**src/hdl/av_settings.svh**
```systemverilog
/*
 * shared constants for the audio/video pattern core
 * raster geometry, test pattern colours and i2s framing
 */
`ifndef AV_SETTINGS_SVH
`define AV_SETTINGS_SVH

////////////////////
// raster geometry
////////////////////

// counter extents
`define AV_H_TOTAL          400
`define AV_V_TOTAL          512

// active window offset from counter origin
`define AV_H_BPORCH         10
`define AV_V_BPORCH         10

// active window size
`define AV_H_ACTIVE         320
`define AV_V_ACTIVE         240

// hsync column, kept clear of the vsync cycle
`define AV_HS_COLUMN        3

////////////////////
// test pattern
////////////////////

// red band limits in raw counter units
`define AV_RED_COLUMN_END   60
`define AV_RED_LINE_START   200

// per-channel level of the grey area
`define AV_GREY_LEVEL       60

////////////////////
// i2s framing
////////////////////

`define AV_MCLK_PER_BIT     4
`define AV_SLOT_BITS        32
`define AV_SAMPLE_BITS      16

`endif

```
**src/hdl/video_pkg.sv**
```systemverilog
/*
 * video types
 * raster positions and pixel colour
 */
package video_pkg;

    ////////////////////
    // raster
    ////////////////////

    // column or line position
    // 10 bits covers the 512-line frame
    typedef logic [9:0] raster_pos_t;

    ////////////////////
    // colour
    ////////////////////

    // 8 bits per channel
    // red [23:16], green [15:8], blue [7:0]
    typedef logic [23:0] pixel_rgb_t;

endpackage

```
**src/hdl/audio_pkg.sv**
```systemverilog
/*
 * audio types
 * samples, slot bit positions and the sample handshake FSM
 */
`include "av_settings.svh"

package audio_pkg;

    // one channel sample, two's complement
    typedef logic [`AV_SAMPLE_BITS-1:0] audio_sample_t;

    // bit position inside one channel slot
    typedef logic [$clog2(`AV_SLOT_BITS)-1:0] slot_bit_t;

    ////////////////////
    // sample handshake
    ////////////////////

    // IDLE     buffer full or waiting for ack low
    // REQUEST  req high, waiting for ack
    // RELEASE  pair taken, waiting for ack to drop
    typedef enum logic [1:0] {
        IDLE,
        REQUEST,
        RELEASE
    } handshake_state_t;

endpackage

```
**src/hdl/video_timing.sv**
```systemverilog
/*
 * video timing
 * column and line counters over the full raster
 * plus one-cycle vertical and horizontal sync pulses
 */
`include "av_settings.svh"

module video_timing (
    input  logic                   audgen_mclk,
    input  logic                   reset_n,
    output video_pkg::raster_pos_t x_pos,
    output video_pkg::raster_pos_t y_pos,
    output logic                   hs,
    output logic                   vs
);
    import video_pkg::*;

    // last column and line before wrap
    localparam raster_pos_t H_LAST = raster_pos_t'(`AV_H_TOTAL - 1);
    localparam raster_pos_t V_LAST = raster_pos_t'(`AV_V_TOTAL - 1);
    localparam raster_pos_t HS_COL = raster_pos_t'(`AV_HS_COLUMN);

    logic line_end;

    assign line_end = (x_pos == H_LAST);

    ////////////////////
    // counters
    ////////////////////

    // column steps every clock
    // line steps on column wrap
    always_ff @(posedge audgen_mclk or negedge reset_n) begin
        if (!reset_n) begin
            x_pos <= '0;
            y_pos <= '0;
        end else if (line_end) begin
            x_pos <= '0;
            if (y_pos == V_LAST) begin
                y_pos <= '0;
            end else begin
                y_pos <= y_pos + 1'b1;
            end
        end else begin
            x_pos <= x_pos + 1'b1;
        end
    end

    ////////////////////
    // syncs
    ////////////////////

    // registered, so both pulses trail their position by one clock
    // same delay as the pattern path
    always_ff @(posedge audgen_mclk or negedge reset_n) begin
        if (!reset_n) begin
            vs <= 1'b0;
            hs <= 1'b0;
        end else begin
            // new frame at counter origin
            vs <= (x_pos == '0) && (y_pos == '0);
            // new line a few clocks later
            hs <= (x_pos == HS_COL);
        end
    end

    // scaler needs the two syncs apart
    a_sync_apart: assert property (@(posedge audgen_mclk) disable iff (!reset_n)
        !(hs && vs));

    // every frame opens with its first line sync
    a_vs_then_hs: assert property (@(posedge audgen_mclk) disable iff (!reset_n)
        vs |-> ##(`AV_HS_COLUMN) hs);

endmodule

```
**src/hdl/test_pattern.sv**
```systemverilog
/*
 * test pattern
 * grey window with red bands, black outside the active area
 * de and colour registered from the raster position
 */
`include "av_settings.svh"

module test_pattern (
    input  logic                   audgen_mclk,
    input  logic                   reset_n,
    input  video_pkg::raster_pos_t x_pos,
    input  video_pkg::raster_pos_t y_pos,
    output logic                   de,
    output video_pkg::pixel_rgb_t  rgb
);
    import video_pkg::*;

    localparam pixel_rgb_t RED   = 24'hff0000;
    localparam pixel_rgb_t GREY  = {3{8'(`AV_GREY_LEVEL)}};
    localparam pixel_rgb_t BLACK = '0;

    logic       in_window;
    logic       in_red;
    pixel_rgb_t rgb_next;

    // active window, offset from the counter origin
    assign in_window = (x_pos >= `AV_H_BPORCH) &&
                       (x_pos < `AV_H_BPORCH + `AV_H_ACTIVE) &&
                       (y_pos >= `AV_V_BPORCH) &&
                       (y_pos < `AV_V_BPORCH + `AV_V_ACTIVE);

    // bands use raw counter values, not window-relative ones
    assign in_red = (x_pos < `AV_RED_COLUMN_END) || (y_pos > `AV_RED_LINE_START);

    ////////////////////
    // colour select
    ////////////////////

    always_comb begin
        if (!in_window) begin
            rgb_next = BLACK;
        end else if (in_red) begin
            rgb_next = RED;
        end else begin
            rgb_next = GREY;
        end
    end

    // one clock behind the counters, in step with hs/vs
    always_ff @(posedge audgen_mclk or negedge reset_n) begin
        if (!reset_n) begin
            de  <= 1'b0;
            rgb <= BLACK;
        end else begin
            de  <= in_window;
            rgb <= rgb_next;
        end
    end

    // blanking carries no colour
    a_black_blank: assert property (@(posedge audgen_mclk) disable iff (!reset_n)
        !de |-> (rgb == BLACK));

endmodule

```
**src/hdl/i2s_clock_gen.sv**
```systemverilog
/*
 * i2s clock generator
 * bit clock from the master clock, bit strobe,
 * word select and frame start strobe
 */
`include "av_settings.svh"

module i2s_clock_gen (
    input  logic audgen_mclk,
    input  logic reset_n,
    output logic sclk,
    output logic bit_tick,
    output logic lrck,
    output logic frame_start
);
    import audio_pkg::*;

    localparam logic [1:0] DIV_LAST  = 2'(`AV_MCLK_PER_BIT - 1);
    localparam slot_bit_t  SLOT_LAST = slot_bit_t'(`AV_SLOT_BITS - 1);

    logic [1:0] mclk_div;
    slot_bit_t  slot_bit;
    logic       slot_end;

    ////////////////////
    // bit clock
    ////////////////////

    // low for the first half of the divide, high for the second
    assign sclk = mclk_div[1];

    // last mclk of the bit period
    // registers using it update as sclk falls
    assign bit_tick = (mclk_div == DIV_LAST);

    always_ff @(posedge audgen_mclk or negedge reset_n) begin
        if (!reset_n) begin
            mclk_div <= '0;
        end else if (bit_tick) begin
            mclk_div <= '0;
        end else begin
            mclk_div <= mclk_div + 1'b1;
        end
    end

    ////////////////////
    // word select
    ////////////////////

    assign slot_end = (slot_bit == SLOT_LAST);

    // right slot ending, left slot of the next frame begins
    assign frame_start = bit_tick && slot_end && lrck;

    // slot counter wraps by itself at 32
    always_ff @(posedge audgen_mclk or negedge reset_n) begin
        if (!reset_n) begin
            slot_bit <= '0;
            lrck     <= 1'b0;
        end else if (bit_tick) begin
            slot_bit <= slot_bit + 1'b1;
            if (slot_end) begin
                lrck <= ~lrck;
            end
        end
    end

    // ws must only move with the falling bit clock
    a_lrck_on_tick: assert property (@(posedge audgen_mclk) disable iff (!reset_n)
        !$past(bit_tick) |-> $stable(lrck));

endmodule

```
**src/hdl/i2s_serializer.sv**
```systemverilog
/*
 * i2s serializer
 * one-pair sample buffer filled over a four-phase req/ack handshake,
 * 64-bit frame shift register and sticky underrun flag
 */
`include "av_settings.svh"

module i2s_serializer (
    input  logic                     audgen_mclk,
    input  logic                     reset_n,
    input  logic                     bit_tick,
    input  logic                     lrck,
    input  logic                     frame_start,
    input  logic                     sample_ack,
    input  audio_pkg::audio_sample_t sample_left,
    input  audio_pkg::audio_sample_t sample_right,
    output logic                     dac,
    output logic                     sample_req,
    output logic                     audio_underrun
);
    import audio_pkg::*;

    localparam int FRAME_BITS = 2 * `AV_SLOT_BITS;
    // zero bits after each sample, one less for the i2s delay bit
    localparam int PAD_BITS   = `AV_SLOT_BITS - `AV_SAMPLE_BITS - 1;

    handshake_state_t        hs_state;
    logic                    buf_full;
    audio_sample_t           buf_left;
    audio_sample_t           buf_right;
    logic                    take_pair;
    logic [FRAME_BITS-1:0]   frame_word;
    logic [FRAME_BITS-1:0]   frame_sr;

    ////////////////////
    // sample handshake
    ////////////////////

    assign sample_req = (hs_state == REQUEST);
    assign take_pair  = (hs_state == REQUEST) && sample_ack;

    // four-phase
    // req only returns once ack has been seen low
    always_ff @(posedge audgen_mclk or negedge reset_n) begin
        if (!reset_n) begin
            hs_state <= IDLE;
        end else begin
            case (hs_state)
                IDLE: begin
                    if (!buf_full && !sample_ack) begin
                        hs_state <= REQUEST;
                    end
                end
                REQUEST: begin
                    // pair latched this cycle, req drops next
                    if (sample_ack) begin
                        hs_state <= RELEASE;
                    end
                end
                RELEASE: begin
                    if (!sample_ack) begin
                        hs_state <= IDLE;
                    end
                end
                default: begin
                    hs_state <= IDLE;
                end
            endcase
        end
    end

    // pair buffer
    always_ff @(posedge audgen_mclk) begin
        if (take_pair) begin
            buf_left  <= sample_left;
            buf_right <= sample_right;
        end
    end

    ////////////////////
    // frame shifter
    ////////////////////

    // msb first, one bit late behind each ws edge
    // left slot goes out while lrck is low
    always_comb begin
        if (buf_full) begin
            frame_word = {1'b0, buf_left, {PAD_BITS{1'b0}},
                          1'b0, buf_right, {PAD_BITS{1'b0}}};
        end else begin
            frame_word = '0;
        end
    end

    assign dac = frame_sr[FRAME_BITS-1];

    always_ff @(posedge audgen_mclk or negedge reset_n) begin
        if (!reset_n) begin
            frame_sr       <= '0;
            buf_full       <= 1'b0;
            audio_underrun <= 1'b0;
        end else begin
            if (frame_start) begin
                frame_sr <= frame_word;
                buf_full <= 1'b0;
                // no pair ready, frame goes out silent
                if (!buf_full) begin
                    audio_underrun <= 1'b1;
                end
            end else if (bit_tick) begin
                frame_sr <= {frame_sr[FRAME_BITS-2:0], 1'b0};
            end
            // a pair taken on a frame start is kept for the next frame
            if (take_pair) begin
                buf_full <= 1'b1;
            end
        end
    end

    // req must not come back before the source has released ack
    a_req_after_release: assert property (@(posedge audgen_mclk) disable iff (!reset_n)
        $rose(sample_req) |-> !$past(sample_ack));

    // delay bit right after each ws edge carries no data
    a_delay_bit_zero: assert property (@(posedge audgen_mclk) disable iff (!reset_n)
        $changed(lrck) |-> !dac);

endmodule

```
**src/hdl/av_top.sv**
```systemverilog
/*
 * audio/video pattern core
 * raster timing, test pattern and i2s output
 * all on the 12.288 MHz master clock
 */
module av_top (
    input  logic                     audgen_mclk,
    input  logic                     reset_n,
    input  logic                     sample_ack,
    input  audio_pkg::audio_sample_t sample_left,
    input  audio_pkg::audio_sample_t sample_right,
    output logic                     video_hs,
    output logic                     video_vs,
    output logic                     video_de,
    output video_pkg::pixel_rgb_t    video_rgb,
    output logic                     audio_sclk,
    output logic                     audio_lrck,
    output logic                     audio_dac,
    output logic                     sample_req,
    output logic                     audio_underrun
);
    import video_pkg::*;

    raster_pos_t x_pos;
    raster_pos_t y_pos;
    logic        bit_tick;
    logic        frame_start;

    ////////////////////
    // video
    ////////////////////

    video_timing timing_i (
        .audgen_mclk (audgen_mclk),
        .reset_n     (reset_n),
        .x_pos       (x_pos),
        .y_pos       (y_pos),
        .hs          (video_hs),
        .vs          (video_vs)
    );

    test_pattern pattern_i (
        .audgen_mclk (audgen_mclk),
        .reset_n     (reset_n),
        .x_pos       (x_pos),
        .y_pos       (y_pos),
        .de          (video_de),
        .rgb         (video_rgb)
    );

    ////////////////////
    // audio
    ////////////////////

    i2s_clock_gen clock_gen_i (
        .audgen_mclk (audgen_mclk),
        .reset_n     (reset_n),
        .sclk        (audio_sclk),
        .bit_tick    (bit_tick),
        .lrck        (audio_lrck),
        .frame_start (frame_start)
    );

    i2s_serializer serializer_i (
        .audgen_mclk    (audgen_mclk),
        .reset_n        (reset_n),
        .bit_tick       (bit_tick),
        .lrck           (audio_lrck),
        .frame_start    (frame_start),
        .sample_ack     (sample_ack),
        .sample_left    (sample_left),
        .sample_right   (sample_right),
        .dac            (audio_dac),
        .sample_req     (sample_req),
        .audio_underrun (audio_underrun)
    );

endmodule

```
**config.mk**
```make
export PLATFORM = sky130hd
export DESIGN_NAME = av_top
export DESIGN_NICKNAME = d
export VERILOG_FILES = /design/src/hdl/video_pkg.sv /design/src/hdl/audio_pkg.sv /design/src/hdl/video_timing.sv /design/src/hdl/test_pattern.sv /design/src/hdl/i2s_clock_gen.sv /design/src/hdl/i2s_serializer.sv /design/src/hdl/av_top.sv
export VERILOG_INCLUDE_DIRS = /design/src /design/src/hdl
export SDC_FILE = /design/constraint.sdc
export NUM_CORES = 1
export LEC_CHECK = 0
export ABC_AREA = 1
export BUFFER_PORTS_ARGS = -buffer_cell sky130_fd_sc_hd__buf_4
export CORE_ASPECT_RATIO = 2
export CORE_UTILIZATION = 50
export CTS_BUF_LIST = sky130_fd_sc_hd__clkbuf_2 sky130_fd_sc_hd__clkbuf_4 sky130_fd_sc_hd__clkbuf_8
export DETAILED_ROUTE_END_ITERATION = 16
export GPL_ROUTABILITY_DRIVEN = 0
export HOLD_SLACK_MARGIN = 0.15
export PLACE_DENSITY_LB_ADDON = 0.15
export SYNTH_ARGS = -nofsm -noshare
export SYNTH_HDL_FRONTEND = slang
export SYNTH_SLANG_ARGS = --single-unit
```
**constraint.sdc**
```tcl
create_clock -name audgen_mclk -period 2 [get_ports audgen_mclk]
set_input_delay 0.2 -clock audgen_mclk [delete_from_list [all_inputs] [get_ports audgen_mclk]]
set_output_delay 0.2 -clock audgen_mclk [all_outputs]
set_load 0.01 [all_outputs]
```
==> impl_summary.log, run 1 <==
[metrics] run status: complete, no violations
[metrics] number of antenna violations at the first check in global routing: 0
[metrics] number of synthesis warnings: 0
[metrics] synthesized area divided by synthesized cell count: 9.92 um2
[metrics] TritonCTS clock tree: yes
[metrics] die boundary height: roughly 150 um
[metrics] highest clock frequency the design can meet: 571 MHz
[metrics] total power per unit cell area: between 700 and 800 nW/um2
[metrics] later-pin clock latency in the skew report: around 0.43 ns
[metrics] Final HPWL DP: between 7000 and 8000 um
[metrics] total via count in the routed design: between 3000 and 4000
[metrics] synthesis-to-layout area growth: 23.8%
[metrics] DRC viols: 0
[metrics] global-route wire length before repair: approximately 18000 um
[metrics] final-layout fill cell count: 847
[metrics] layout cells sized above 1: 17.7%
[metrics] biggest fanout along the worst timing path: 41
[metrics] final-report hold violation count: 0
[metrics] Sequential cell area: 3110 um2
[metrics] total of flip-flops plus latches after synthesis: 118
[metrics] Bufs on Longest Clock Path: 2
[metrics] count of flip-flops with a built-in enable after synthesis: 32
[metrics] Final Routed Wirelength: roughly 11000 um
[metrics] type of the most critical hold path: in2async
[metrics] clk sink count: 118
[metrics] final core utilization: 63.7%
[metrics] placement row count: 52
[metrics] max-slew violation count: 0
[metrics] Setup Viol. Count Final: 0
[metrics] Top FF cell, synth: sky130_fd_sc_hd__dfrtp_1
[metrics] post-layout power: 4.93 mW
[metrics] number of nets in the finished design: 650
[metrics] Clock Tree Root: sky130_fd_sc_hd__clkbuf_8
[metrics] width of the die: 74.0 um
[metrics] Core Region: 10100 um2
[metrics] type of element capturing the critical path: flip-flop
[metrics] Leak: about 3 nW
[metrics] largest net degree at the start of global routing: 53
[metrics] Die Footprint: 10800 um2
[metrics] number of violations of the max-capacitance limit: 0
[metrics] setup repair after global routing missed its margin: no
[metrics] CTS H-tree depth: 4
[metrics] combined area of the multi-input logic cells: 1650 um2
[metrics] vias per cell: ~5.2
[metrics] grt ovf: 0
[metrics] number of gates given a new drive strength after cts: 0
[metrics] part of the cycle the worst path needs: 87.5%
[metrics] total routing usage reported by global routing: 22.0%
[metrics] Inserted Clock Buffers: 17
[metrics] post-synthesis cell area: 5190 um2
[metrics] initial core utilization: between 50% and 60%
[metrics] antenna cells: 0
[metrics] synthesized netlist cell count: 523
[metrics] number of global-route vias before repair: roughly 4000
[metrics] sequential-to-total area share from yosys stat: 60.0%
[metrics] number of DRC markers in iteration 0: 173
[metrics] R2R setup slack: around 0.25 ns
[metrics] min cycle time layout: 1.75 ns
[metrics] post-synth cell types: 34
[metrics] clock-pin slew on the worst setup and hold paths: 0.07 ns
[metrics] setup_tns: 0 ns
[metrics] Detail Route Antenna Nets: 0
[metrics] Critical Setup Path Class: reg2reg
[metrics] wire per inst: 14.0 um
[metrics] num ports: 67
[metrics] required time of the critical path: 2.34 ns
[metrics] crit path DAT: 2.09 ns
[metrics] clock skew: ~0.0085 ns
[metrics] quantity of I/O buffers inserted on ports: 58
[metrics] startpoint types: flip-flop
[metrics] number of iterations in the first detailed-routing pass: 4
[metrics] Max VDD drop: 0.512 mV
[metrics] share of synthesized flip-flops with an asynchronous set or reset: about 73%
## cells by family (layout without fill, tap and decap cells)
family / after synthesis / in the layout / share of synthesized area [%]
compound gates: 123 / 123 / 12.6
xor+xnor: 15 / 15 / 2.53
fa+ha+maj: 8 / 8 / 1.93
buf+inv: 90 / 180 / 8.66
flops: 118 / 118 / 60.0
other cells: 1 / 8 / 0.0723
simple gates: 168 / 168 / 14.2
## path summary, 6_finish.rpt
kind | endpoint | startpoint | depth (start not counted)
setup / recovery | serializer_i.frame_sr[48]$_DFFE_PN0P_ | clock_gen_i.slot_bit[0]$_DFFE_PN0P_ | 9
hold / removal | clock_gen_i.slot_bit[2]$_DFFE_PN0P_ | reset_n | 2
setup reg to reg | serializer_i.frame_sr[48]$_DFFE_PN0P_ | clock_gen_i.slot_bit[0]$_DFFE_PN0P_ | 9
hold reg to reg | clock_gen_i.mclk_div[0]$_DFF_PN0_ | clock_gen_i.mclk_div[0]$_DFF_PN0_ | 1
max in group asynchronous | timing_i.y_pos[1]$_DFFE_PN0N_ | reset_n | 3
min in group audgen_mclk | clock_gen_i.mclk_div[0]$_DFF_PN0_ | clock_gen_i.mclk_div[0]$_DFF_PN0_ | 1
## cells in the mapped netlist, types with 3 or more instances
cell type | instances | area (um2)
sky130_fd_sc_hd__a21oi_1 | 33 | 165
sky130_fd_sc_hd__nor2_1 | 41 | 154
sky130_fd_sc_hd__dfrtp_1 | 86 | 2150
sky130_fd_sc_hd__ha_1 | 8 | 100
sky130_fd_sc_hd__nand3_1 | 28 | 140
sky130_fd_sc_hd__nor2_2 | 4 | 25.0
sky130_fd_sc_hd__buf_2 | 5 | 25.0
sky130_fd_sc_hd__xor2_1 | 14 | 123
sky130_fd_sc_hd__inv_1 | 42 | 158
sky130_fd_sc_hd__buf_1 | 3 | 11.3
sky130_fd_sc_hd__edfxtp_1 | 32 | 961
sky130_fd_sc_hd__o21ai_0 | 73 | 365
sky130_fd_sc_hd__o21ai_1 | 3 | 15.0
sky130_fd_sc_hd__nand2_1 | 81 | 304
sky130_fd_sc_hd__a211oi_1 | 10 | 75.1
sky130_fd_sc_hd__nand4_1 | 8 | 50.1
sky130_fd_sc_hd__buf_4 | 22 | 165
sky130_fd_sc_hd__clkbuf_1 | 14 | 52.6
## through the flow
stage	cells	hold WS, ns	setup WS (ns)	cell area, um2
final	755	0.263	0.249	6420
after global routing	755	0.290	0.0675	6420
after CTS	755	0.260	0.218	6420
after detailed placement	689	0.181	0.251	5660
after global placement	689	0.184	0.323	5660
after floorplan	530	-0.0956	0.252	5210
## cells in the final DEF, fill, tap and decap left out, types with 3 or more instances in the layout
cell type,instances
sky130_fd_sc_hd__a211oi_1,10
sky130_fd_sc_hd__clkbuf_8,18
sky130_fd_sc_hd__dlygate4sd3_1,34
sky130_fd_sc_hd__clkbuf_4,3
sky130_fd_sc_hd__dfrtp_1,86
sky130_fd_sc_hd__nor2_1,41
sky130_fd_sc_hd__conb_1,8
sky130_fd_sc_hd__clkinv_2,4
sky130_fd_sc_hd__nand4_1,8
sky130_fd_sc_hd__nand2_1,81
sky130_fd_sc_hd__a21oi_1,33
sky130_fd_sc_hd__ha_1,7
sky130_fd_sc_hd__o21ai_0,73
sky130_fd_sc_hd__xor2_1,14
sky130_fd_sc_hd__nor2_2,4
sky130_fd_sc_hd__buf_4,68
sky130_fd_sc_hd__nand3_1,28
sky130_fd_sc_hd__inv_1,42
sky130_fd_sc_hd__o21ai_1,3
sky130_fd_sc_hd__bufinv_16,4
sky130_fd_sc_hd__edfxtp_1,32
## area by class of cell
class | count | share of cell area, %
multi-input combinational | 322 | 25.8
inverter | 44 | 2.65
clock inverter | 11 | 2.42
tap | 135 | 2.63
clock buffer | 21 | 4.21
timing repair buffer | 104 | 13.9
sequential | 118 | 48.5
## power breakdown
group | internal, mW | switching, mW | total (mW)
Combinational | 0.0883 | 0.0610 | 0.149
Clock | 1.41 | 0.894 | 2.31
Sequential | 2.48 | 0.00000000000000118 | 2.48
Total | 3.98 | 0.955 | 4.93
## registers in the layout, indices dropped and copies added, names as in the netlist
name                         count
serializer_i.buf_full            1
timing_i.y_pos                  10
serializer_i.buf_right          16
serializer_i.buf_left           16
serializer_i.frame_sr           49
serializer_i.hs_state            2
serializer_i.audio_underrun      1
timing_i.hs                      1
clock_gen_i.slot_bit             5
clock_gen_i.lrck                 1
timing_i.vs                      1
pattern_i.rgb                    3
clock_gen_i.mclk_div             2
timing_i.x_pos                  10
## worst max-delay path, cell delays in order (launching register included)
cell and delay, ns:
sky130_fd_sc_hd__dfrtp_1 0.39, sky130_fd_sc_hd__ha_1 0.18, sky130_fd_sc_hd__nand2_1 0.05, sky130_fd_sc_hd__nor2_1 0.11
sky130_fd_sc_hd__ha_1 0.18, sky130_fd_sc_hd__nand3_1 0.12, sky130_fd_sc_hd__inv_1 0.13, sky130_fd_sc_hd__buf_12 0.20
sky130_fd_sc_hd__o21ai_0 0.10, sky130_fd_sc_hd__o21ai_0 0.19
## layer usage
| layer | wire [um] | global-route usage (%) | part of all wire, % | up-vias |
|---|---|---|---|---|
| li1 | - | - | - | 1890 |
| met1 | 4070 | 24.7 | 38 | 1904 |
| met2 | 5960 | 37.8 | 56 | 82 |
| met3 | 342 | 5.73 | 3.2 | 18 |
| met4 | 201 | 9.90 | 1.9 | 0 |
| met5 | 0 | 0 | 0 | - |
## timing repair
item                                    in CTS  in global routing
setup buffers                                0                  0
endpoints found under the setup margin       0                  0
hold buffers                                34                  0
endpoints found under the hold margin       71                  0
Power figures use the tool's default switching activity.
==> inputs of run 2 (changes only) <==
--- a/config.mk
+++ b/config.mk
@@ -9,6 +9,7 @@
 export ABC_AREA = 1
 export BUFFER_PORTS_ARGS = -buffer_cell sky130_fd_sc_hd__buf_4
 export CORE_ASPECT_RATIO = 2
+export CORE_MARGIN = 3
 export CORE_UTILIZATION = 50
 export CTS_BUF_LIST = sky130_fd_sc_hd__clkbuf_2 sky130_fd_sc_hd__clkbuf_4 sky130_fd_sc_hd__clkbuf_8
 export DETAILED_ROUTE_END_ITERATION = 16
==> impl_summary.log, run 2 (synthesis gave the netlist of run 1 again) <==
[metrics] run status: complete, no violations
[metrics] Largest Register: serializer_i.frame_sr
[metrics] initial core utilization: 51.1%
[metrics] critical path, cell by cell: ha_1 > nand2_1 > nor2_1 > ha_1 > nand3_1 > buf_6 > a21oi_1 > o21ai_0
[metrics] Slowest Stage Delay on Critical Path: 0.41 ns
[metrics] Final Routed Wirelength: 10400 um
[metrics] Slew @ Worst Pin: 0.513 ns
[metrics] Max VDD drop: between 0.4 and 0.5 mV
[metrics] total power per unit cell area: around 740 nW/um2
[metrics] number of antenna violations at the first check in global routing: 0
[metrics] global-route wire length before repair: 17900 um
[metrics] commonest non-fill, non-tap cell in the layout: sky130_fd_sc_hd__dfrtp_1
[metrics] number of iterations in the first detailed-routing pass: 5
[metrics] synthesis-to-layout area growth: 23.2%
[metrics] min cycle time layout: between 1.5 and 2 ns
[metrics] setup_tns: 0 ns
[metrics] Inserted Clock Buffers: 17
[metrics] highest clock frequency the design can meet: ~570 MHz
[metrics] antenna cells: 0
[metrics] width of the die: 78.0 um
[metrics] type of the most critical hold path: in2async
[metrics] fin worst setup slack: 0.255 ns
[metrics] startpoint types: flip-flop
[metrics] Bufs on Longest Clock Path: 2
[metrics] number of nets in the finished design: 649
[metrics] vias per cell: 5.10
[metrics] Clk network pwr share: 44.3%
[metrics] worst-path cell with the longest stage delay: sky130_fd_sc_hd__dfrtp_1
[metrics] layout cells sized above 1: 18.1%
[metrics] total placed instance area: 5650 um2
[metrics] post-layout power: 4.72 mW
[metrics] top library cells by usage in the layout, fill and taps aside: sky130_fd_sc_hd__dfrtp_1 (86), sky130_fd_sc_hd__nand2_1 (81), sky130_fd_sc_hd__o21ai_0 (73)
[metrics] setup repair after global routing missed its margin: no
[metrics] Critical Setup Path Class: reg2reg
[metrics] DRC viols: 0
[metrics] post-route insts no fill: 754
[metrics] internal power contribution: 3.79 mW
[metrics] clk sink count: 118
[metrics] num ports: 67
[metrics] final-layout fill cell count: 873
[metrics] clock skew: 0.00741 ns
[metrics] combinational cell fraction of total power: between 3 and 4%
[metrics] number of global-route vias before repair: about 3800
[metrics] largest net degree at the start of global routing: 61
[metrics] Core Region: 10100 um2
[metrics] clock-pin slew on the worst setup and hold paths: 0.06 ns
[metrics] setup repair bufs after CTS: 0
[metrics] final-report hold violation count: 0
[metrics] later-pin clock latency in the skew report: 0.43 ns
[metrics] share of total power consumed by net switching: about 20%
[metrics] required time of the critical path: 2.34 ns
[metrics] type of element capturing the critical path: flip-flop
[metrics] number of placed instances with taps included: 688
[metrics] die boundary height: approximately 150 um
[metrics] total via count in the routed design: 3843
[metrics] normalized max-slew margin: 65.7%
[metrics] grt ovf: 0
[metrics] part of the total power dissipated in sequential elements: 52.5%
[metrics] part of the cycle the worst path needs: 87.2%
[metrics] total routing usage reported by global routing: between 10% and 20%
[metrics] Detail Route Antenna Nets: 0
[metrics] number of DRC markers in iteration 0: roughly 170
[metrics] Final HPWL DP: 7200 um
[metrics] wire per inst: 13.8 um
[metrics] Layout Cell Area excl Fill: 6390 um2
[metrics] placement row count: 52
[metrics] Clock Tree Root: sky130_fd_sc_hd__clkbuf_8
[metrics] biggest fanout along the worst timing path: 41
[metrics] flip-flop count of the largest register after layout: around 50
[metrics] Setup Viol. Count Final: 0
[metrics] crit path DAT: 2.09 ns
[metrics] Die Footprint: around 12000 um2
[metrics] Switching Power: just over 0.9 mW
[metrics] dominant cell type by count on the critical path: sky130_fd_sc_hd__ha_1
[metrics] number of violations of the max-capacitance limit: 0
[metrics] Setup Slack @ Placement: 0.156 ns
[metrics] Leak: about 3.0 nW
[metrics] TritonCTS clock tree: yes
[metrics] quantity of I/O buffers inserted on ports: 58
[metrics] CTS H-tree depth: 4
[metrics] max-slew violation count: 0
[metrics] biggest regs: serializer_i.frame_sr x49, serializer_i.buf_left x16, serializer_i.buf_right x16
## run 2: worst max-delay path: cells and delay by family, from the launching register on
kind                     cells  cell delay [ns]
flip-flops                   1             0.41
adder cells (fa/ha/maj)      2             0.40
buffers and inverters        1             0.31
AO/OA/AOI/OAI                2             0.28
AND/OR/NAND/NOR              3             0.23
## run 2: per-stage QoR
step | utilization (%) | hold WS [ns]
3_5_place_dp | 55.7 | 0.139
2_1_floorplan | - | -0.0956
3_3_place_gp | 55.7 | 0.134
4_1_cts | 62.9 | 0.209
5_1_grt | 62.9 | 0.233
6_report | 62.9 | 0.223
## run 2: final timing paths
path | from | end | slack [ns] | cells past startpoint
setup / recovery | clock_gen_i.slot_bit[0]$_DFFE_PN0P_ | serializer_i.frame_sr[21]$_DFFE_PN0P_ | 0.26 | 8
hold / removal | reset_n | serializer_i.hs_state[0]$_DFFE_PN0P_ | 0.22 | 2
setup reg to reg | clock_gen_i.slot_bit[0]$_DFFE_PN0P_ | serializer_i.frame_sr[21]$_DFFE_PN0P_ | 0.26 | 8
hold reg to reg | clock_gen_i.mclk_div[0]$_DFF_PN0_ | clock_gen_i.mclk_div[0]$_DFF_PN0_ | 0.43 | 1
max in group asynchronous | reset_n | pattern_i.rgb[21]$_DFF_PN0_ | 1.14 | 3
min in group audgen_mclk | clock_gen_i.mclk_div[0]$_DFF_PN0_ | clock_gen_i.mclk_div[0]$_DFF_PN0_ | 0.43 | 1
## run 2: timing repair
item,CTS,global route
hold buffers,34,0
resized for setup,0,3
setup endpoints to repair,0,14
endpoints found under the hold margin,121,0
## run 2: area by class of cell
class                      count  area, um2  area share [%]
inverter                      44        170            2.66
tap                          135        169            2.64
clock buffer                  29        349            5.46
multi-input combinational    322       1650            25.9
sequential                   118       3110            48.7
timing repair buffer         103        891            13.9
clock inverter                 3       42.5           0.666
## run 2: power by group through the flow
stage	clock network [mW]	registers [mW]	logic, mW
2_1_floorplan	0	2.52	0.0181
3_3_place_gp	0	2.52	0.0969
3_5_place_dp	0	2.52	0.0976
4_1_cts	2.14	2.48	0.152
5_1_grt	2.25	2.48	0.165
6_report	2.09	2.48	0.148
## run 2: routing by layer
| metal | vias to the layer above | GRT usage (%) | wire length, um |
|---|---|---|---|
| met5 | - | 0 | 0 |
| met4 | 0 | 7.62 | 165 |
| met3 | 15 | 4.94 | 278 |
| met2 | 53 | 35.0 | 5780 |
| met1 | 1892 | 22.2 | 4200 |
| li1 | 1883 | - | - |
